## src/logic/pcs_rf_pkg.sv

```systemverilog
package pcs_rf_pkg;

    localparam int N_LANES        = 4;
    localparam int NB_LANE_ID     = $clog2(N_LANES);
    localparam int NB_ADDR        = 8;
    localparam int NB_DATA        = 32;
    localparam int NB_CODED_BLOCK = 66;
    localparam int NB_SH          = 2;
    localparam int NB_MODE        = 2;
    localparam int NB_BURST_CNT   = 10;
    localparam int NB_PERIOD_CNT  = 10;
    localparam int NB_REPEAT_CNT  = 4;
    localparam int NB_ERR_CNT     = 16;
    localparam int LOCK_BLOCKS    = 64;
    localparam int NB_LOCK_CNT    = $clog2(LOCK_BLOCKS);
    localparam int NB_RD_KIND     = 2;

    typedef logic [NB_ADDR-1:0]                 addr_t;
    typedef logic [NB_DATA-1:0]                 data_t;
    typedef logic [NB_CODED_BLOCK-1:0]          block_t;
    typedef logic [NB_CODED_BLOCK-NB_SH-1:0]    payload_t;
    typedef logic [NB_SH-1:0]                   sh_t;
    typedef logic [NB_MODE-1:0]                 mode_t;
    typedef logic [NB_BURST_CNT-1:0]            burst_t;
    typedef logic [NB_PERIOD_CNT-1:0]           period_t;
    typedef logic [NB_REPEAT_CNT-1:0]           repeat_t;
    typedef logic [NB_ERR_CNT-1:0]              err_cnt_t;
    typedef logic [NB_LOCK_CNT-1:0]             lock_cnt_t;
    typedef logic [NB_LANE_ID-1:0]              lane_id_t;
    typedef logic [NB_RD_KIND-1:0]              rd_kind_t;
    // Read select is {kind, lane}
    typedef logic [NB_RD_KIND+NB_LANE_ID-1:0]   rd_sel_t;

    typedef enum logic [1:0] {
        IDLE,
        BREAK_RUN,
        BREAK_DONE
    } lane_state_t;

    localparam mode_t     MODE_OFF   = 2'd0;
    localparam mode_t     MODE_FIXED = 2'd1;
    localparam mode_t     MODE_CONT  = 2'd2;

    localparam sh_t       SH_DATA       = 2'b01;
    localparam sh_t       SH_CTRL       = 2'b10;
    // Flips 01 to 00 and 10 to 11
    localparam sh_t       SH_BREAK_MASK = 2'b01;

    localparam lock_cnt_t LOCK_LAST = lock_cnt_t'(LOCK_BLOCKS - 1);

    localparam rd_kind_t  RD_NONE   = 2'd0;
    localparam rd_kind_t  RD_CTRL   = 2'd1;
    localparam rd_kind_t  RD_CFG    = 2'd2;
    localparam rd_kind_t  RD_STATUS = 2'd3;

    localparam addr_t     ADDR_CTRL      = 8'h00;
    localparam addr_t     ADDR_LANE_BASE = 8'h10;
    localparam addr_t     LANE_STRIDE    = 8'h08;
    localparam addr_t     CFG_OFFSET     = 8'h00;
    localparam addr_t     STATUS_OFFSET  = 8'h04;

    localparam int CTRL_ENABLE_BIT = 0;
    localparam int CFG_MODE_LSB    = 0;
    localparam int CFG_REPEAT_LSB  = 4;
    localparam int CFG_BURST_LSB   = 8;
    localparam int CFG_PERIOD_LSB  = 18;
    localparam int STATUS_ERR_LSB  = 0;
    localparam int STATUS_LOCK_BIT = 16;

endpackage
```

## src/logic/pcs_rf_top.sv

```systemverilog
`timescale 1ns/1ps

module pcs_rf_top (
    input  logic                i_clock,
    input  logic                i_arst_n,
    input  logic                i_psel,
    input  logic                i_penable,
    input  logic                i_pwrite,
    input  pcs_rf_pkg::addr_t   i_paddr,
    input  pcs_rf_pkg::data_t   i_pwdata,
    output pcs_rf_pkg::data_t   o_prdata,
    output logic                o_pready,
    output logic                o_pslverr
);

    logic                                               lane_enable;
    pcs_rf_pkg::mode_t      [pcs_rf_pkg::N_LANES-1:0]   lane_mode;
    pcs_rf_pkg::burst_t     [pcs_rf_pkg::N_LANES-1:0]   lane_burst;
    pcs_rf_pkg::period_t    [pcs_rf_pkg::N_LANES-1:0]   lane_period;
    pcs_rf_pkg::repeat_t    [pcs_rf_pkg::N_LANES-1:0]   lane_repeat;
    logic                   [pcs_rf_pkg::N_LANES-1:0]   lane_update;
    logic                   [pcs_rf_pkg::N_LANES-1:0]   lane_read_clear;
    pcs_rf_pkg::rd_sel_t                                rd_sel;
    logic                                               rd_capture;
    pcs_rf_pkg::data_t                                  ctrl_word;
    pcs_rf_pkg::data_t      [pcs_rf_pkg::N_LANES-1:0]   lane_cfg;
    pcs_rf_pkg::err_cnt_t   [pcs_rf_pkg::N_LANES-1:0]   lane_err_cnt;
    logic                   [pcs_rf_pkg::N_LANES-1:0]   lane_lock;

    rf_apb_slave u_rf_apb_slave (
        .i_clock       (i_clock),
        .i_arst_n      (i_arst_n),
        .i_psel        (i_psel),
        .i_penable     (i_penable),
        .i_pwrite      (i_pwrite),
        .i_paddr       (i_paddr),
        .i_pwdata      (i_pwdata),
        .o_pready      (o_pready),
        .o_pslverr     (o_pslverr),
        .o_lane_enable (lane_enable),
        .o_lane_mode   (lane_mode),
        .o_lane_burst  (lane_burst),
        .o_lane_period (lane_period),
        .o_lane_repeat (lane_repeat),
        .o_update      (lane_update),
        .o_read_clear  (lane_read_clear),
        .o_rd_sel      (rd_sel),
        .o_rd_capture  (rd_capture)
    );

    assign ctrl_word = pcs_rf_pkg::data_t'(lane_enable) << pcs_rf_pkg::CTRL_ENABLE_BIT;

    for (genvar g = 0; g < pcs_rf_pkg::N_LANES; g++) begin : g_lane
        // CFG readback packed from the stored fields
        assign lane_cfg[g] =
            (pcs_rf_pkg::data_t'(lane_mode[g])   << pcs_rf_pkg::CFG_MODE_LSB)   |
            (pcs_rf_pkg::data_t'(lane_repeat[g]) << pcs_rf_pkg::CFG_REPEAT_LSB) |
            (pcs_rf_pkg::data_t'(lane_burst[g])  << pcs_rf_pkg::CFG_BURST_LSB)  |
            (pcs_rf_pkg::data_t'(lane_period[g]) << pcs_rf_pkg::CFG_PERIOD_LSB);

        sh_breaker_lane u_sh_breaker_lane (
            .i_clock      (i_clock),
            .i_arst_n     (i_arst_n),
            .i_enable     (lane_enable),
            .i_update     (lane_update[g]),
            .i_mode       (lane_mode[g]),
            .i_burst      (lane_burst[g]),
            .i_period     (lane_period[g]),
            .i_repeat     (lane_repeat[g]),
            .i_read_clear (lane_read_clear[g]),
            .o_err_cnt    (lane_err_cnt[g]),
            .o_lock       (lane_lock[g])
        );
    end

    rf_read_mux u_rf_read_mux (
        .i_clock      (i_clock),
        .i_arst_n     (i_arst_n),
        .i_rd_sel     (rd_sel),
        .i_rd_capture (rd_capture),
        .i_ctrl       (ctrl_word),
        .i_lane_cfg   (lane_cfg),
        .i_err_cnt    (lane_err_cnt),
        .i_lock       (lane_lock),
        .o_prdata     (o_prdata)
    );

endmodule

```

## src/logic/rf_read_mux.sv

```systemverilog
`timescale 1ns/1ps

module rf_read_mux (
    input  logic                                            i_clock,
    input  logic                                            i_arst_n,
    input  pcs_rf_pkg::rd_sel_t                             i_rd_sel,
    input  logic                                            i_rd_capture,
    input  pcs_rf_pkg::data_t                               i_ctrl,
    input  pcs_rf_pkg::data_t    [pcs_rf_pkg::N_LANES-1:0]  i_lane_cfg,
    input  pcs_rf_pkg::err_cnt_t [pcs_rf_pkg::N_LANES-1:0]  i_err_cnt,
    input  logic                 [pcs_rf_pkg::N_LANES-1:0]  i_lock,
    output pcs_rf_pkg::data_t                               o_prdata
);

    pcs_rf_pkg::rd_kind_t   rd_kind;
    pcs_rf_pkg::lane_id_t   rd_lane;
    pcs_rf_pkg::data_t      status_word;
    pcs_rf_pkg::data_t      sel_word;

    assign rd_kind = i_rd_sel[$bits(pcs_rf_pkg::rd_sel_t)-1 -: pcs_rf_pkg::NB_RD_KIND];
    assign rd_lane = i_rd_sel[pcs_rf_pkg::NB_LANE_ID-1:0];

    // Status word of the selected lane
    always_comb begin
        status_word = '0;
        status_word[pcs_rf_pkg::STATUS_ERR_LSB +: pcs_rf_pkg::NB_ERR_CNT] = i_err_cnt[rd_lane];
        status_word[pcs_rf_pkg::STATUS_LOCK_BIT] = i_lock[rd_lane];
    end

    always_comb begin
        case (rd_kind)
            pcs_rf_pkg::RD_CTRL: begin
                sel_word = i_ctrl;
            end
            pcs_rf_pkg::RD_CFG: begin
                sel_word = i_lane_cfg[rd_lane];
            end
            pcs_rf_pkg::RD_STATUS: begin
                sel_word = status_word;
            end
            default: begin
                sel_word = '0;
            end
        endcase
    end

    // Holds until the next read
    always_ff @(posedge i_clock or negedge i_arst_n) begin
        if (!i_arst_n) begin
            o_prdata <= '0;
        end else if (i_rd_capture) begin
            o_prdata <= sel_word;
        end
    end

endmodule

```

## src/logic/sh_breaker_lane.sv

```systemverilog
`timescale 1ns/1ps

module sh_breaker_lane (
    input  logic                    i_clock,
    input  logic                    i_arst_n,
    input  logic                    i_enable,
    input  logic                    i_update,
    input  pcs_rf_pkg::mode_t       i_mode,
    input  pcs_rf_pkg::burst_t      i_burst,
    input  pcs_rf_pkg::period_t     i_period,
    input  pcs_rf_pkg::repeat_t     i_repeat,
    input  logic                    i_read_clear,
    output pcs_rf_pkg::err_cnt_t    o_err_cnt,
    output logic                    o_lock
);

    pcs_rf_pkg::payload_t       blk_cnt;
    pcs_rf_pkg::sh_t            tx_sh;
    pcs_rf_pkg::block_t         tx_block;
    pcs_rf_pkg::block_t         brk_block;
    pcs_rf_pkg::block_t         rx_block;
    pcs_rf_pkg::sh_t            rx_sh;
    logic                       brk_valid;
    logic                       rx_valid;
    pcs_rf_pkg::lane_state_t    state;
    pcs_rf_pkg::period_t        blk_idx;
    pcs_rf_pkg::repeat_t        rep_cnt;
    pcs_rf_pkg::period_t        burst_clip;
    logic                       period_end;
    logic                       break_now;
    logic                       sh_invalid;
    pcs_rf_pkg::lock_cnt_t      run_cnt;

    // Block source, headers alternate data and control
    assign tx_sh    = blk_cnt[0] ? pcs_rf_pkg::SH_CTRL : pcs_rf_pkg::SH_DATA;
    assign tx_block = {tx_sh, blk_cnt};

    always_ff @(posedge i_clock or negedge i_arst_n) begin
        if (!i_arst_n) begin
            blk_cnt <= '0;
        end else if (i_enable) begin
            blk_cnt <= blk_cnt + 1'b1;
        end
    end

    // Breaker schedule
    assign burst_clip = (i_burst > i_period) ? i_period : i_burst;
    assign period_end = (blk_idx == i_period - 1'b1);
    assign break_now  = (state == pcs_rf_pkg::BREAK_RUN) && (blk_idx < burst_clip);

    always_ff @(posedge i_clock or negedge i_arst_n) begin
        if (!i_arst_n) begin
            state   <= pcs_rf_pkg::IDLE;
            blk_idx <= '0;
            rep_cnt <= '0;
        end else if (i_update) begin
            blk_idx <= '0;
            rep_cnt <= '0;
            if (i_mode == pcs_rf_pkg::MODE_CONT ||
                (i_mode == pcs_rf_pkg::MODE_FIXED && i_repeat != '0)) begin
                state <= pcs_rf_pkg::BREAK_RUN;
            end else if (i_mode == pcs_rf_pkg::MODE_FIXED) begin
                state <= pcs_rf_pkg::BREAK_DONE;
            end else begin
                state <= pcs_rf_pkg::IDLE;
            end
        end else if (i_enable) begin
            case (state)
                pcs_rf_pkg::BREAK_RUN: begin
                    if (period_end) begin
                        blk_idx <= '0;
                        if (i_mode == pcs_rf_pkg::MODE_FIXED) begin
                            rep_cnt <= rep_cnt + 1'b1;
                            if (rep_cnt == i_repeat - 1'b1) begin
                                state <= pcs_rf_pkg::BREAK_DONE;
                            end
                        end
                    end else begin
                        blk_idx <= blk_idx + 1'b1;
                    end
                end
                // Idle and done hold
                default: ;
            endcase
        end
    end

    always_ff @(posedge i_clock or negedge i_arst_n) begin
        if (!i_arst_n) begin
            brk_valid <= 1'b0;
            rx_valid  <= 1'b0;
        end else begin
            brk_valid <= i_enable;
            rx_valid  <= brk_valid;
        end
    end

    always_ff @(posedge i_clock) begin
        brk_block <= tx_block;
        if (break_now) begin
            brk_block[pcs_rf_pkg::NB_CODED_BLOCK-1 -: pcs_rf_pkg::NB_SH] <=
                tx_sh ^ pcs_rf_pkg::SH_BREAK_MASK;
        end
        rx_block <= brk_block;
    end

    // Header checker
    assign rx_sh      = rx_block[pcs_rf_pkg::NB_CODED_BLOCK-1 -: pcs_rf_pkg::NB_SH];
    assign sh_invalid = rx_valid && (rx_sh[1] == rx_sh[0]);

    always_ff @(posedge i_clock or negedge i_arst_n) begin
        if (!i_arst_n) begin
            o_err_cnt <= '0;
        end else if (i_read_clear) begin
            o_err_cnt <= pcs_rf_pkg::err_cnt_t'(sh_invalid);
        end else if (sh_invalid && o_err_cnt != '1) begin
            o_err_cnt <= o_err_cnt + 1'b1;
        end
    end

    // Lock after a run of good headers
    always_ff @(posedge i_clock or negedge i_arst_n) begin
        if (!i_arst_n) begin
            o_lock  <= 1'b0;
            run_cnt <= '0;
        end else if (sh_invalid) begin
            o_lock  <= 1'b0;
            run_cnt <= '0;
        end else if (rx_valid && !o_lock) begin
            if (run_cnt == pcs_rf_pkg::LOCK_LAST) begin
                o_lock  <= 1'b1;
                run_cnt <= '0;
            end else begin
                run_cnt <= run_cnt + 1'b1;
            end
        end
    end

endmodule

```

## src/logic/rf_apb_slave.sv

```systemverilog
`timescale 1ns/1ps

module rf_apb_slave (
    input  logic                                            i_clock,
    input  logic                                            i_arst_n,
    input  logic                                            i_psel,
    input  logic                                            i_penable,
    input  logic                                            i_pwrite,
    input  pcs_rf_pkg::addr_t                               i_paddr,
    input  pcs_rf_pkg::data_t                               i_pwdata,
    output logic                                            o_pready,
    output logic                                            o_pslverr,
    output logic                                            o_lane_enable,
    output pcs_rf_pkg::mode_t   [pcs_rf_pkg::N_LANES-1:0]   o_lane_mode,
    output pcs_rf_pkg::burst_t  [pcs_rf_pkg::N_LANES-1:0]   o_lane_burst,
    output pcs_rf_pkg::period_t [pcs_rf_pkg::N_LANES-1:0]   o_lane_period,
    output pcs_rf_pkg::repeat_t [pcs_rf_pkg::N_LANES-1:0]   o_lane_repeat,
    output logic                [pcs_rf_pkg::N_LANES-1:0]   o_update,
    output logic                [pcs_rf_pkg::N_LANES-1:0]   o_read_clear,
    output pcs_rf_pkg::rd_sel_t                             o_rd_sel,
    output logic                                            o_rd_capture
);

    logic                   access;
    logic                   rd_wait;
    logic                   wr_en;
    logic                   in_lanes;
    logic                   hit_ctrl;
    logic                   hit_cfg;
    logic                   hit_status;
    logic                   addr_err;
    pcs_rf_pkg::addr_t      lane_off;
    pcs_rf_pkg::addr_t      lane_num;
    pcs_rf_pkg::addr_t      lane_sub;
    pcs_rf_pkg::lane_id_t   lane_idx;
    pcs_rf_pkg::rd_kind_t   rd_kind;

    // Address decode
    assign lane_off = i_paddr - pcs_rf_pkg::ADDR_LANE_BASE;
    assign lane_num = lane_off / pcs_rf_pkg::LANE_STRIDE;
    assign lane_sub = lane_off % pcs_rf_pkg::LANE_STRIDE;
    assign lane_idx = lane_num[pcs_rf_pkg::NB_LANE_ID-1:0];

    assign in_lanes   = (i_paddr >= pcs_rf_pkg::ADDR_LANE_BASE) &&
                        (lane_num < pcs_rf_pkg::addr_t'(pcs_rf_pkg::N_LANES));
    assign hit_ctrl   = (i_paddr == pcs_rf_pkg::ADDR_CTRL);
    assign hit_cfg    = in_lanes && (lane_sub == pcs_rf_pkg::CFG_OFFSET);
    assign hit_status = in_lanes && (lane_sub == pcs_rf_pkg::STATUS_OFFSET);
    assign addr_err   = !(hit_ctrl || hit_cfg || hit_status);

    always_comb begin
        if (hit_ctrl) begin
            rd_kind = pcs_rf_pkg::RD_CTRL;
        end else if (hit_cfg) begin
            rd_kind = pcs_rf_pkg::RD_CFG;
        end else if (hit_status) begin
            rd_kind = pcs_rf_pkg::RD_STATUS;
        end else begin
            rd_kind = pcs_rf_pkg::RD_NONE;
        end
    end

    assign o_rd_sel = {rd_kind, lane_idx};

    // Writes finish at once, reads take one wait state
    assign access       = i_psel & i_penable;
    assign o_pready     = access & (i_pwrite | rd_wait);
    assign o_pslverr    = o_pready & addr_err;
    assign o_rd_capture = access & ~i_pwrite & ~rd_wait;
    assign wr_en        = o_pready & i_pwrite & ~addr_err;

    always_ff @(posedge i_clock or negedge i_arst_n) begin
        if (!i_arst_n) begin
            rd_wait <= 1'b0;
        end else if (o_rd_capture) begin
            rd_wait <= 1'b1;
        end else if (o_pready || !i_psel) begin
            rd_wait <= 1'b0;
        end
    end

    always_ff @(posedge i_clock or negedge i_arst_n) begin
        if (!i_arst_n) begin
            o_lane_enable <= 1'b0;
            o_lane_mode   <= '0;
            o_lane_burst  <= '0;
            o_lane_period <= '0;
            o_lane_repeat <= '0;
            o_update      <= '0;
            o_read_clear  <= '0;
        end else begin
            o_update     <= '0;
            o_read_clear <= '0;
            if (wr_en && hit_ctrl) begin
                o_lane_enable <= i_pwdata[pcs_rf_pkg::CTRL_ENABLE_BIT];
            end
            if (wr_en && hit_cfg) begin
                o_lane_mode[lane_idx]   <=
                    i_pwdata[pcs_rf_pkg::CFG_MODE_LSB +: pcs_rf_pkg::NB_MODE];
                o_lane_repeat[lane_idx] <=
                    i_pwdata[pcs_rf_pkg::CFG_REPEAT_LSB +: pcs_rf_pkg::NB_REPEAT_CNT];
                o_lane_burst[lane_idx]  <=
                    i_pwdata[pcs_rf_pkg::CFG_BURST_LSB +: pcs_rf_pkg::NB_BURST_CNT];
                o_lane_period[lane_idx] <=
                    i_pwdata[pcs_rf_pkg::CFG_PERIOD_LSB +: pcs_rf_pkg::NB_PERIOD_CNT];
                o_update[lane_idx]      <= 1'b1;
            end
            // Clear lands on the completing cycle of the read
            if (o_rd_capture && hit_status) begin
                o_read_clear[lane_idx] <= 1'b1;
            end
        end
    end

endmodule

```

## config.mk

```make
export PLATFORM = sky130hd
export DESIGN_NAME = pcs_rf_top
export DESIGN_NICKNAME = d
export VERILOG_FILES = /design/src/logic/pcs_rf_pkg.sv /design/src/logic/pcs_rf_top.sv /design/src/logic/rf_read_mux.sv /design/src/logic/sh_breaker_lane.sv /design/src/logic/rf_apb_slave.sv
export SDC_FILE = /design/constraint.sdc
export NUM_CORES = 1
export LEC_CHECK = 0
export ABC_AREA = 1
export ABC_CLOCK_PERIOD_IN_PS = 6100
export BUFFER_PORTS_ARGS = -buffer_cell sky130_fd_sc_hd__buf_2
export CAP_MARGIN = 30
export CORE_MARGIN = 1.5
export CORE_UTILIZATION = 25
export CTS_BUF_LIST = sky130_fd_sc_hd__clkbuf_4
export CTS_CLUSTER_DIAMETER = 60
export DETAILED_ROUTE_END_ITERATION = 7
export PLACE_DENSITY_LB_ADDON = 0.15
export SLEW_MARGIN = 20
export SYNTH_ARGS = -nofsm -noshare
export SYNTH_HDL_FRONTEND = slang
export SYNTH_SLANG_ARGS = --single-unit
```

## constraint.sdc

```tcl
create_clock -name i_clock -period 6.1 [get_ports i_clock]
set_clock_uncertainty 0.1 [all_clocks]
set_input_delay 1.22 -clock i_clock [delete_from_list [all_inputs] [get_ports i_clock]]
set_output_delay 1.22 -clock i_clock [all_outputs]
set_load 0.005 [all_outputs]
```

**After elaboration in Yosys (flattened, before gate mapping)**

Index checks and enable logic that the tools add are counted.

- Magnitude comparators: 12
- Reductions and logical operators: 95
- Multiplexer cells: 138
- Add/sub/neg operators: 29
- Eq/ne operators: 36
- Bitwise gates (word level): 26

Operators by type and width:

| operator | number |
|---|---|
| $add A64 B1 Y64 const B | 4 |
| $mux W10 | 21 |
| $mux W16 | 9 |
| $pmux W32 S3 | 1 |
| $mux W4 | 23 |
| $bwmux W40 | 2 |
| $mux W2 | 40 |
| $mux W6 | 12 |
| $reduce_bool A2 Y1 | 33 |
| $add A16 B1 Y16 const B | 4 |
| $bmux W32 S2 | 1 |
| $ne A16 B16 Y1 const B | 4 |
| $or A32 B28 Y32 | 2 |
| $or A18 B28 Y28 | 2 |
| $or A8 B18 Y18 | 3 |
| $add A10 B1 Y10 const B | 4 |
| $eq A10 B10 Y1 | 4 |
| $gt A10 B10 Y1 | 4 |
| $lt A10 B10 Y1 | 4 |
| $sub A10 B1 Y10 const B | 4 |
| $bmux W16 S2 | 1 |
| $mux W32 | 1 |
| $or A2 B8 Y8 | 4 |
| $or A32 B18 Y32 | 1 |
| 33 further kinds | 148 |

- Flip-flop bits (word level): 1088
- Word-level logic and storage cells: 395
- Input bits: 45
- Output and inout port bits: 34

**Depth between registers and ports, before layout**

Gate-level depths: netlist (run 1).

- Word-level depth: 9
- Gate-level depth with buffers: 20
- Mapped depth without buffers: 20

**By module**

From an unflattened synthesis (run 1), not the netlist that was laid out.

- Cells, all modules: 3119
- Area total of the unflattened synthesis: 22057.4 µm²

By module, submodules not included:

| module | sequential area each (µm²) | cells each | area an instance (µm²) | times used |
|---|---|---|---|---|
| sh_breaker_lane at g_lane[1].u_sh_breaker_lane ... | 1131.1 | 483 | 3468.3 | 2 |
| rf_apb_slave | 2852.7 | 530 | 4842.1 | 1 |
| rf_read_mux | 800.8 | 675 | 3472.1 | 1 |
| sh_breaker_lane at g_lane[0].u_sh_breaker_lane | 1131.1 | 480 | 3420.8 | 1 |
| sh_breaker_lane at g_lane[3].u_sh_breaker_lane | 1131.1 | 467 | 3382.0 | 1 |
| pcs_rf_top | 0.0 | 1 | 3.8 | 1 |

**Worst setup path before layout (run 1)**

OpenSTA, ideal clock, no wires.

- Kind: input to output
- Start point: input i_paddr[4]
- End point: output o_pslverr
- Data required time: 4.780 ns
- Arrival time: 1.978 ns
- Setup slack: 2.802 ns
- Buffers on the path: 0
- Stages: 6
- Cell sequence: inv_2 ha_1 xnor2_1 nand4_2 nor2_4 nor4_1

- Word-level cells in the longest chain between the ends: 8
- Elaborated cells on any way between the ends: 11
- Classes of those cells: add/sub (1); order compare (2); bitwise (1); reduce/logical (7)

RTL lines:

| what | RTL line | text |
|---|---|---|
| from (decl) | pcs_rf_top.sv:9 | `input pcs_rf_pkg::addr_t i_paddr,` |
| $sub A8 B5 Y8 | rf_apb_slave.sv:39 | `assign lane_off = i_paddr - pcs_rf_pkg::ADDR_LANE_BASE;` |
| $lt A5 B3 Y1 | rf_apb_slave.sv:45 | `(lane_num < pcs_rf_pkg::addr_t'(pcs_rf_pkg::N_LANES));` |
| $logic_and A1 B1 Y1 | rf_apb_slave.sv:44 | `assign in_lanes = (i_paddr >= pcs_rf_pkg::ADDR_LANE_BASE) &&` |
| $logic_and A1 B1 Y1 | rf_apb_slave.sv:47 | `assign hit_cfg = in_lanes && (lane_sub == pcs_rf_pkg::CFG_OFFSET);` |
| $logic_or A1 B1 Y1 | rf_apb_slave.sv:49 | `assign addr_err = !(hit_ctrl \|\| hit_cfg \|\| hit_status);` |
| $logic_or A1 B1 Y1 * | rf_apb_slave.sv:49 |  |
| $logic_not A1 Y1 * | rf_apb_slave.sv:49 |  |
| $and A1 B1 Y1 * | rf_apb_slave.sv:68 | `assign o_pslverr = o_pready & addr_err;` |
| to (decl) | pcs_rf_top.sv:13 | `output logic o_pslverr` |

Every way passes the cells marked *; elsewhere a longest branch is shown, timed or not.

**Worst setup path in the final report (run 1)**

Same ends and word-level chain as after synthesis.

==> impl_metrics.ini, run 1 <==
[detailed_routing]
ant_nets = 0
viasPerCell = 4.67
wl_per_cell_um = 17.7
drt_drc_violations_left = 0
wl_mm = 65.7
drt_first_pass_iters = 5
drt_iter0_drc = 1129
vias = 17300

[yosys]
avgSynthCellArea_um2 = 7.69
synth_most_common_cell = nand2_1
synth_cell_types = 57
ys_async_sr_fraction = 0.950
netlist_area_mm2 = 0.0192
syn_inst = 2495
ys_seq_area_frac = 0.413
ys_ff_latch = 320
synth_area_leaders = dfrtp_1 40%, nand2_1 12%, ha_1 6.6%, inv_1 5.6%, nor2_1 5.0%
synth_top_area_share = 0.397
yosys_most_used_dff = dfrtp_1
synth-edff-count = 0
yosys_warnings = 0
yosys-top-cells-count = 591 x nand2_1, 304 x dfrtp_1, 284 x inv_1
yosysTopAreaCell = dfrtp_1

[critical_path]
critPathArrivalTime_ns = 2.69
required_ns = 4.78
cpPeakStageDelay_ns = 0.53
worstSetupEndpointType = primary output
path_class = input pin to primary output
cp_max_fo = 5
rr_worst_depth = 17
slowest_stage = nor4_1
cp_cell_sequence = buf_2 -> inv_2 -> ha_1 -> nand3_1 -> nor4_1 -> nor4_1 -> buf_2
critPathLaunchType = input pin

[floorplanning]
coreArea_mm2 = 0.0759
start_util = 0.253
dieWidth_um = 280
die_h_um = 280
rows = 101
io-pin-count = 79
dieArea_mm2 = 0.0784

[finish]
drive_above_1_share = 0.109
stdcell_area_mm2 = 0.0217
finalCoreUtilization = 0.286
syn_to_final_growth_pct = 13.3
nets = 2756

[placement]
place_area_mm2 = 0.0205
place.gp.congestion = 0.875
portBuffers = 68
dp_hpwl_mm = 49.4

[power]
power_w = 0.00497
ir_worst_vdd_v = 0.000104
p_per_area_mw_per_mm2 = 229
p_leak_nw = 10.5

[timing]
fmax_ghz = 0.250
worst_pin_slew_ns = 0.944
hold_viol_final = 0
setup_tns_ns = 0
setup_violations = 0
finalCriticalPeriod_ns = 4.01
min_period_over_period = 0.657
fin_hold_ws_ns = 0.231
drv_slew = 0
rsz0062_at_grt = no
max-slew-margin-rel = 0.370

[cts]
clock_path_buffers = 3
cts_tree = yes
htreeDepth = 3
cts_setup_buffers = 0
clkTransAtPathRegs_ns = 0.06
ctsResizeCount = 0
clock_sinks = 320
clockRootBuffer = clkbuf_4
cts_hold_buf = 0
clock_latency_ns = 0.89
cts-buffers-inserted = 97

[global_routing]
grt_pass1_wl_mm = 101
gr-total-overflow = 0
grt_pass1_vias = 16900
antenna_found_initial = 3
grt.total_usage = 0.170
grt_max_degree = 112

[job]
cap_violations = 0

[worst_hold_path]
hold_depth = 0
min_path_type = flop to flop

[run_status]
status = finished, final reports clean
[worst max-delay path: cells and delay by family]
family        cells  cell delay [ns]
buf+inv           3             0.43
fa+ha+maj         1             0.19
simple gates      3             0.84
[final cells by class]
| cell class | instances | area [um2] |
|---|---|---|
| Antenna cell | 6 | 15.0 |
| Clock buffer | 138 | 1040 |
| Clock inverter | 29 | 133 |
| Fill cell | 8308 | 54200 |
| Inverter | 293 | 1100 |
| Multi-Input combinational cell | 1821 | 9780 |
| Sequential cell | 320 | 7930 |
| Tap cell | 1030 | 1290 |
| Timing Repair Buffer | 77 | 443 |
[cell families (layout without fill, tap and decap cells)]
kind of cell,after synthesis,count (layout),share of synthesized area
DFF,320,320,0.413
xor gates and xnor gates,96,96,0.0438
other,1,10,0.000196
and+or+nand+nor,1153,1153,0.260
AOI/OAI and AO/OA,467,467,0.140
buffers and inverters,357,537,0.0775
adders and majority gates,101,101,0.0659
[through the flow]
step	setup slack, ns	instances
after detailed placement	1.97	3541
final	2.09	3714
after CTS	1.95	3708
after global routing	1.92	3713
after floorplan	2.80	2498
after global placement	2.01	3541
[power breakdown]
group          switching (W)  total [W]  internal [W]
clock network        0.00102    0.00205       0.00103
registers           0.000103    0.00234       0.00224
logic               0.000393   0.000573      0.000180
total                0.00151    0.00497       0.00345
[placed cells by master (no fill, tap or decap), drive strengths merged, types with 69 or more instances in the layout]
cell type,n
clkbuf,138
buf,77
inv,292
nand3,143
ha,101
o21ai,200
a21oi,126
nor2,267
nand2,607
xor2,69
dfrtp,304
[state kept, by name, summed over array words and instances (netlist names), 8 cells and up]
signal / cells
g_lane.u_sh_breaker_lane.o_err_cnt: 64
u_rf_apb_slave.o_lane_repeat: 16
g_lane.u_sh_breaker_lane.blk_idx: 40
g_lane.u_sh_breaker_lane.rep_cnt: 16
g_lane.u_sh_breaker_lane.state: 8
u_rf_read_mux.o_prdata: 28
g_lane.u_sh_breaker_lane.run_cnt: 24
g_lane.u_sh_breaker_lane.rx_block: 8
g_lane.u_sh_breaker_lane.brk_block: 8
u_rf_apb_slave.o_lane_burst: 40
u_rf_apb_slave.o_lane_period: 40
u_rf_apb_slave.o_lane_mode: 8
[routing by layer]
metal,vias up,global-route usage,share of wire
met3,125,0.0279,0.045
met1,8172,0.228,0.46
li1,8590,-,-
met4,0,0.0626,0.034
met5,-,0,0
met2,440,0.275,0.46
[worst paths after layout]
check,startpoint,end,slack (ns)
worst min register to register,g_lane[2].u_sh_breaker_lane.brk_block[0]$_DFF_P_,g_lane[2].u_sh_breaker_lane.rx_block[0]$_DFF_P_,0.23
min in group asynchronous,i_arst_n,g_lane[2].u_sh_breaker_lane.o_err_cnt[10]$_DFFE_PN0P_,0.33
worst min-delay path,g_lane[2].u_sh_breaker_lane.brk_block[0]$_DFF_P_,g_lane[2].u_sh_breaker_lane.rx_block[0]$_DFF_P_,0.23
worst max-delay path,i_paddr[4],o_pslverr,2.09
worst max register to register,u_rf_apb_slave.o_lane_period[19]$_DFFE_PN0P_,g_lane[1].u_sh_breaker_lane.brk_block[64]$_DFF_P_,2.47
max in group asynchronous,i_arst_n,g_lane[0].u_sh_breaker_lane.rep_cnt[2]$_DFFE_PN0P_,4.37
No activity file was read; power rests on OpenSTA's default activity.
==> inputs of run 2 (changes only) <==
--- a/config.mk
+++ b/config.mk
@@ -6,7 +6,7 @@
 export NUM_CORES = 1
 export LEC_CHECK = 0
 export ABC_AREA = 1
-export ABC_CLOCK_PERIOD_IN_PS = 6100
+export ABC_CLOCK_PERIOD_IN_PS = 3950
 export BUFFER_PORTS_ARGS = -buffer_cell sky130_fd_sc_hd__buf_2
 export CAP_MARGIN = 30
 export CORE_MARGIN = 1.5
==> constraint.sdc (replaced) <==
create_clock -name i_clock -period 3.95 [get_ports i_clock]
set_clock_uncertainty 0.1 [all_clocks]
set_input_delay 0.79 -clock i_clock [delete_from_list [all_inputs] [get_ports i_clock]]
set_output_delay 0.79 -clock i_clock [all_outputs]
set_load 0.005 [all_outputs]
==> impl_metrics.ini, run 2 (synthesis results as in run 1) <==
[run_status]
status = finished, final reports clean

[global_routing]
gr-total-overflow = 0
grt_pass1_vias = 17300
grt_pass1_wl_mm = 104
grt.total_usage = 0.174
grt_max_degree = 73
antenna_found_initial = 2

[timing]
drv_slew = 0
worst_pin_slew_ns = 0.831
rsz0062_at_grt = no
setup_tns_ns = 0
hold_viol_final = 0
finalCriticalPeriod_ns = 3.60
setup_violations = 0
max-slew-margin-rel = 0.440
layout_setup_ws_ns = 0.351
fmax_ghz = 0.278
min_period_over_period = 0.911

[finish]
syn_to_final_growth_pct = 14.9
regMostFlops = g_lane.u_sh_breaker_lane.o_err_cnt
final_common_cell = nand2_1
layout_common_cells = 590 x nand2_1, 304 x dfrtp_1, 284 x inv_1
stdcell_count = 3757
stdcell_area_mm2 = 0.0220
drive_above_1_share = 0.120
num-fill-cells = 8325
nets = 2797
largest_reg_flops = 64

[power]
seq_power_share = 0.474
combPwrFrac = 0.120
switchingPower_w = 0.00235
p_per_area_mw_per_mm2 = 347
p_int_w = 0.00528
switching_share = 0.308
p_leak_nw = 10.7
ir_worst_vdd_v = 0.000145
p_clk_frac = 0.406

[job]
cap_violations = 0

[critical_path]
rr_worst_depth = 17
path_class = flop to flop
required_ns = 4.61
r2r_slack_ns = 0.35
crit_top_cell = nand2_1
setup.worst_path.start = u_rf_apb_slave.o_lane_period[17]$_DFFE_PN0P_
cpPeakStageDelay_ns = 0.49
reg2reg_from = u_rf_apb_slave.o_lane_period[17]$_DFFE_PN0P_
worstSetupEndpointType = flop
endpoint = g_lane[1].u_sh_breaker_lane.brk_block[64]$_DFF_P_
cp_cell_sequence = inv_1 -> ha_1 -> nand2_1 -> nor2_1 -> nand3_1 -> nand3_1 -> nand2_1 -> nor2_1 -> a21oi_1 -> ha_1 -> a21oi_1 -> o21a_1 -> o211ai_1 -> a31oi_1 -> nand2_1 -> nand2_1 -> nand2_1
timing.rr.end = g_lane[1].u_sh_breaker_lane.brk_block[64]$_DFF_P_
critPathArrivalTime_ns = 4.26
slowest_stage = dfrtp_1
critPathLaunchType = flop
cp_max_fo = 19

[cts]
cts-buffers-inserted = 95
cts_hold_buf = 3
htreeDepth = 3
clock_sinks = 320
cts_tree = yes
clkTransAtPathRegs_ns = 0.07
clock_latency_ns = 0.88
cts_setup_buffers = 0
clockRootBuffer = clkbuf_4
ctsResizeCount = 0
clock_path_buffers = 3

[placement]
place_area_mm2 = 0.0208
place.gp.congestion = 0.855
place_ws_ns = 0.442
dp_cells = 3581
portBuffers = 68
dp_hpwl_mm = 51.7

[detailed_routing]
wl_mm = 67.3
drt_first_pass_iters = 7
ant_nets = 0
viasPerCell = 4.64
drt_drc_violations_left = 0
drt_iter0_drc = 1168
wl_per_cell_um = 17.9
vias = 17400

[floorplanning]
io-pin-count = 79
dieArea_mm2 = 0.0784
dieWidth_um = 280
rows = 101
start_util = 0.253
coreArea_mm2 = 0.0759
die_h_um = 280

[worst_hold_path]
min_from = i_pwdata[16]
min_path_type = input pin to flop
==> run 2: cell count changes in the layout (fill, tap and decap cells not counted), sizes merged <==
cell	delta
clkinv	+9
inv	+1
diode	-1
buf	+40
clkinvlp	-1
clkbuf	-8
dlygate4sd3	+3
==> run 2: power groups by stage <==
stage	clock network [W]	logic (W)	registers [W]
after floorplan	0	0.000593	0.00361
after global placement	0	0.000907	0.00368
after detailed placement	0	0.000921	0.00368
after CTS	0.00325	0.000925	0.00362
after global routing	0.00344	0.00105	0.00364
final	0.00310	0.000914	0.00362
==> run 2: stage by stage <==
step	power, W	hold WS [ns]	util
2_1_floorplan	0.00421	0.210	-
3_3_place_gp	0.00458	0.215	0.274
3_5_place_dp	0.00460	0.213	0.274
4_1_cts	0.00780	0.123	0.290
5_1_grt	0.00812	0.151	0.290
6_report	0.00763	0.208	0.290
==> run 2: area by class of cell <==
class,count,area (um2),share of cell area
repair buffers,120,773,0.0351
multi-input cells,1821,9780,0.444
well taps,1030,1290,0.0585
diodes,5,12.5,0.000568
clock buffers,130,976,0.0443
inverters,293,1100,0.0499
clock inverters,38,171,0.00778
flip-flops and latches,320,7930,0.360
==> run 2: how the worst min path moves through the flow <==
stage,to,slack [ns],cells past startpoint
after global routing,u_rf_apb_slave.o_lane_burst[7]$_DFFE_PN0P_,0.15,3
final,u_rf_apb_slave.o_lane_burst[18]$_DFFE_PN0P_,0.21,3
after detailed placement,g_lane[1].u_sh_breaker_lane.rx_block[0]$_DFF_P_,0.21,0
after CTS,u_rf_apb_slave.o_lane_repeat[15]$_DFFE_PN0P_,0.12,3
after global placement,g_lane[0].u_sh_breaker_lane.rx_block[64]$_DFF_P_,0.21,0
after floorplan,g_lane[0].u_sh_breaker_lane.rx_block[0]$_DFF_P_,0.21,0
==> run 2: critical path: cells and delay by family (launching register included) <==
kind | cells | cell delay (ns)
AND/OR/NAND/NOR | 9 | 1.30
adder cells (fa/ha/maj) | 2 | 0.65
buffers and inverters | 1 | 0.18
flip-flops | 1 | 0.49
AO/OA/AOI/OAI | 5 | 0.78
==> run 2: routing by layer <==
| metal | vias to the layer above | routed length, um | GRT usage |
|---|---|---|---|
| met2 | 408 | 30600 | 0.281 |
| li1 | 8651 | - | - |
| met5 | - | 0 | 0 |
| met4 | 0 | 2660 | 0.0722 |
| met3 | 131 | 2880 | 0.0315 |
| met1 | 8233 | 31100 | 0.229 |
==> inputs of run 3 (changes only) <==
--- a/config.mk
+++ b/config.mk
@@ -9,11 +9,14 @@
 export ABC_CLOCK_PERIOD_IN_PS = 3950
 export BUFFER_PORTS_ARGS = -buffer_cell sky130_fd_sc_hd__buf_2
 export CAP_MARGIN = 30
+export CORE_ASPECT_RATIO = 0.9
 export CORE_MARGIN = 1.5
 export CORE_UTILIZATION = 25
 export CTS_BUF_LIST = sky130_fd_sc_hd__clkbuf_4
 export CTS_CLUSTER_DIAMETER = 60
+export CTS_CLUSTER_SIZE = 14
 export DETAILED_ROUTE_END_ITERATION = 7
+export GPL_TIMING_DRIVEN = 0
 export PLACE_DENSITY_LB_ADDON = 0.15
 export SLEW_MARGIN = 20
 export SYNTH_ARGS = -nofsm -noshare
==> impl_metrics.ini, run 3 (synthesis results as in run 1) <==
[timing]
finalCriticalPeriod_ns = 3.70
max-slew-margin-rel = 0.406
setup_violations = 0
setup_tns_ns = 0
rsz0062_at_grt = no
min_period_over_period = 0.937
fmax_ghz = 0.270
layout_setup_ws_ns = 0.247
hold_viol_final = 0
worst_pin_slew_ns = 0.884
drv_slew = 0

[run_status]
status = finished, final reports clean

[finish]
layout_common_cells = 591 x nand2_1, 304 x dfrtp_1, 284 x inv_1
num-fill-cells = 8315
finalCoreUtilization = 0.284
largest_reg_flops = 64
multiInputGateArea_mm2 = 0.00978
nets = 2756
syn_to_final_growth_pct = 12.5
final_common_cell = nand2_1
stdcell_count = 3671
drive_above_1_share = 0.0914
regMostFlops = g_lane.u_sh_breaker_lane.o_err_cnt
seq_area_mm2 = 0.00793

[critical_path]
worstSetupEndpointType = flop
critPathArrivalTime_ns = 4.31
path_class = flop to flop
critPathLaunchType = flop
cp_max_fo = 10
required_ns = 4.55

[detailed_routing]
highest_layer = met5
viasPerCell = 4.78
m1WireLength_mm = 32.8
wl_per_cell_um = 18.9
drt_first_pass_iters = 5
ant_nets = 0
vias = 17600
drt_drc_violations_left = 0
wl_met3_mm = 4.94
drt_iter0_drc = 1550
met2RoutedLength_mm = 30.0
wl_mm = 69.4

[placement]
place_ws_ns = 0.348
dp_cells = 3598
place.gp.congestion = 0.912
portBuffers = 68
dp_hpwl_mm = 53.8

[cts]
htreeDepth = 2
clock_latency_ns = 0.85
cts_tree = yes
cts_setup_buffers = 0
clkTransAtPathRegs_ns = 0.15
clock_sinks = 320
clock_path_buffers = 3
cts-buffers-inserted = 38
clockRootBuffer = clkbuf_4

[job]
cap_violations = 0

[floorplanning]
die_h_um = 266
rows = 96
io-pin-count = 79
start_util = 0.252
coreArea_mm2 = 0.0760
dieWidth_um = 295
dieArea_mm2 = 0.0784

[power]
p_per_area_mw_per_mm2 = 320
ir_worst_vdd_v = 0.000170
p_leak_nw = 10.3

[global_routing]
grt_max_degree = 91
antenna_found_initial = 5
grt_pass1_vias = 17100
grt.total_usage = 0.177
gr-total-overflow = 0
grt_pass1_wl_mm = 105

[worst_hold_path]
min_path_type = input pin to flop
==> run 3: cell types whose count changed in the layout (fill, tap and decap cells not counted), sizes merged <==
cell	delta
bufinv	+4
buf	-3
inv	+5
clkbuf	-62
diode	-1
clkinvlp	-2
dlygate4sd3	-2
clkinv	-24
==> run 3: what timing repair did <==
action,in CTS,in global routing
hold buffers,1,0
hold endpoints to repair,45,0
resized for setup,0,2
setup endpoints to repair,0,1
==> run 3: final timing paths <==
check,endpoint,slack [ns],cells after the start,from
min in group asynchronous,g_lane[1].u_sh_breaker_lane.run_cnt[3]$_DFFE_PN0P_,0.38,2,i_arst_n
hold / removal,u_rf_apb_slave.rd_wait$_DFFE_PN0P_,0.1,4,i_penable
max in group asynchronous,g_lane[0].u_sh_breaker_lane.blk_idx[6]$_DFFE_PN0P_,2.06,4,i_arst_n
setup / recovery,g_lane[0].u_sh_breaker_lane.brk_block[64]$_DFF_P_,0.25,16,u_rf_apb_slave.o_lane_period[8]$_DFFE_PN0P_
hold reg to reg,g_lane[2].u_sh_breaker_lane.rx_block[64]$_DFF_P_,0.25,0,g_lane[2].u_sh_breaker_lane.brk_block[64]$_DFF_P_
setup reg to reg,g_lane[0].u_sh_breaker_lane.brk_block[64]$_DFF_P_,0.25,16,u_rf_apb_slave.o_lane_period[8]$_DFFE_PN0P_
==> run 3: metal layers <==
| layer | track usage | vias to the layer above |
|---|---|---|
| met2 | 0.271 | 503 |
| met4 | 0.0500 | 2 |
| met3 | 0.0377 | 84 |
| li1 | - | 8519 |
| met5 | 0 | - |
| met1 | 0.250 | 8455 |
==> run 3: worst max-delay path: stages, from the launching register on <==
cell	delay [ns]
dfrtp_1	0.62
inv_1	0.17
ha_1	0.31
nand2_1	0.07
nor2_1	0.23
nand4_1	0.14
nand2_1	0.28
clkbuf_1	0.38
nor2_1	0.08
a21oi_1	0.19
ha_1	0.29
a21oi_1	0.14
o211ai_1	0.10
nor2_1	0.21
nand2_1	0.08
nand2_1	0.05
nand2_1	0.14
==> run 3: report_power, final <==
part	leakage [nW]	switching, W	internal (W)	total, W
Combinational	5.60	0.000640	0.000295	0.000935
Clock	0.353	0.00145	0.000901	0.00235
Sequential	4.36	0.000166	0.00345	0.00362
==> run 3: stage by stage <==
| stage | instance area (um2) | hold slack [ns] | total power [W] |
|---|---|---|---|
| final | 21600 | 0.0989 | 0.00691 |
| after global routing | 21600 | 0.0549 | 0.00727 |
| after CTS | 21600 | 0.00446 | 0.00700 |
| after detailed placement | 20900 | 0.213 | 0.00461 |
| after global placement | 20800 | 0.212 | 0.00458 |
| after floorplan | 19200 | 0.210 | 0.00421 |
==> run 3: layout make-up <==
type	count	share of cell area
tap	1029	0.0597
antenna	4	0.000464
clock buffer	47	0.0164
clock inverter	21	0.0135
inverter	293	0.0510
sequential	320	0.367
timing repair buffer	72	0.0205
buffer	64	0.0180
multi-input combinational	1821	0.453
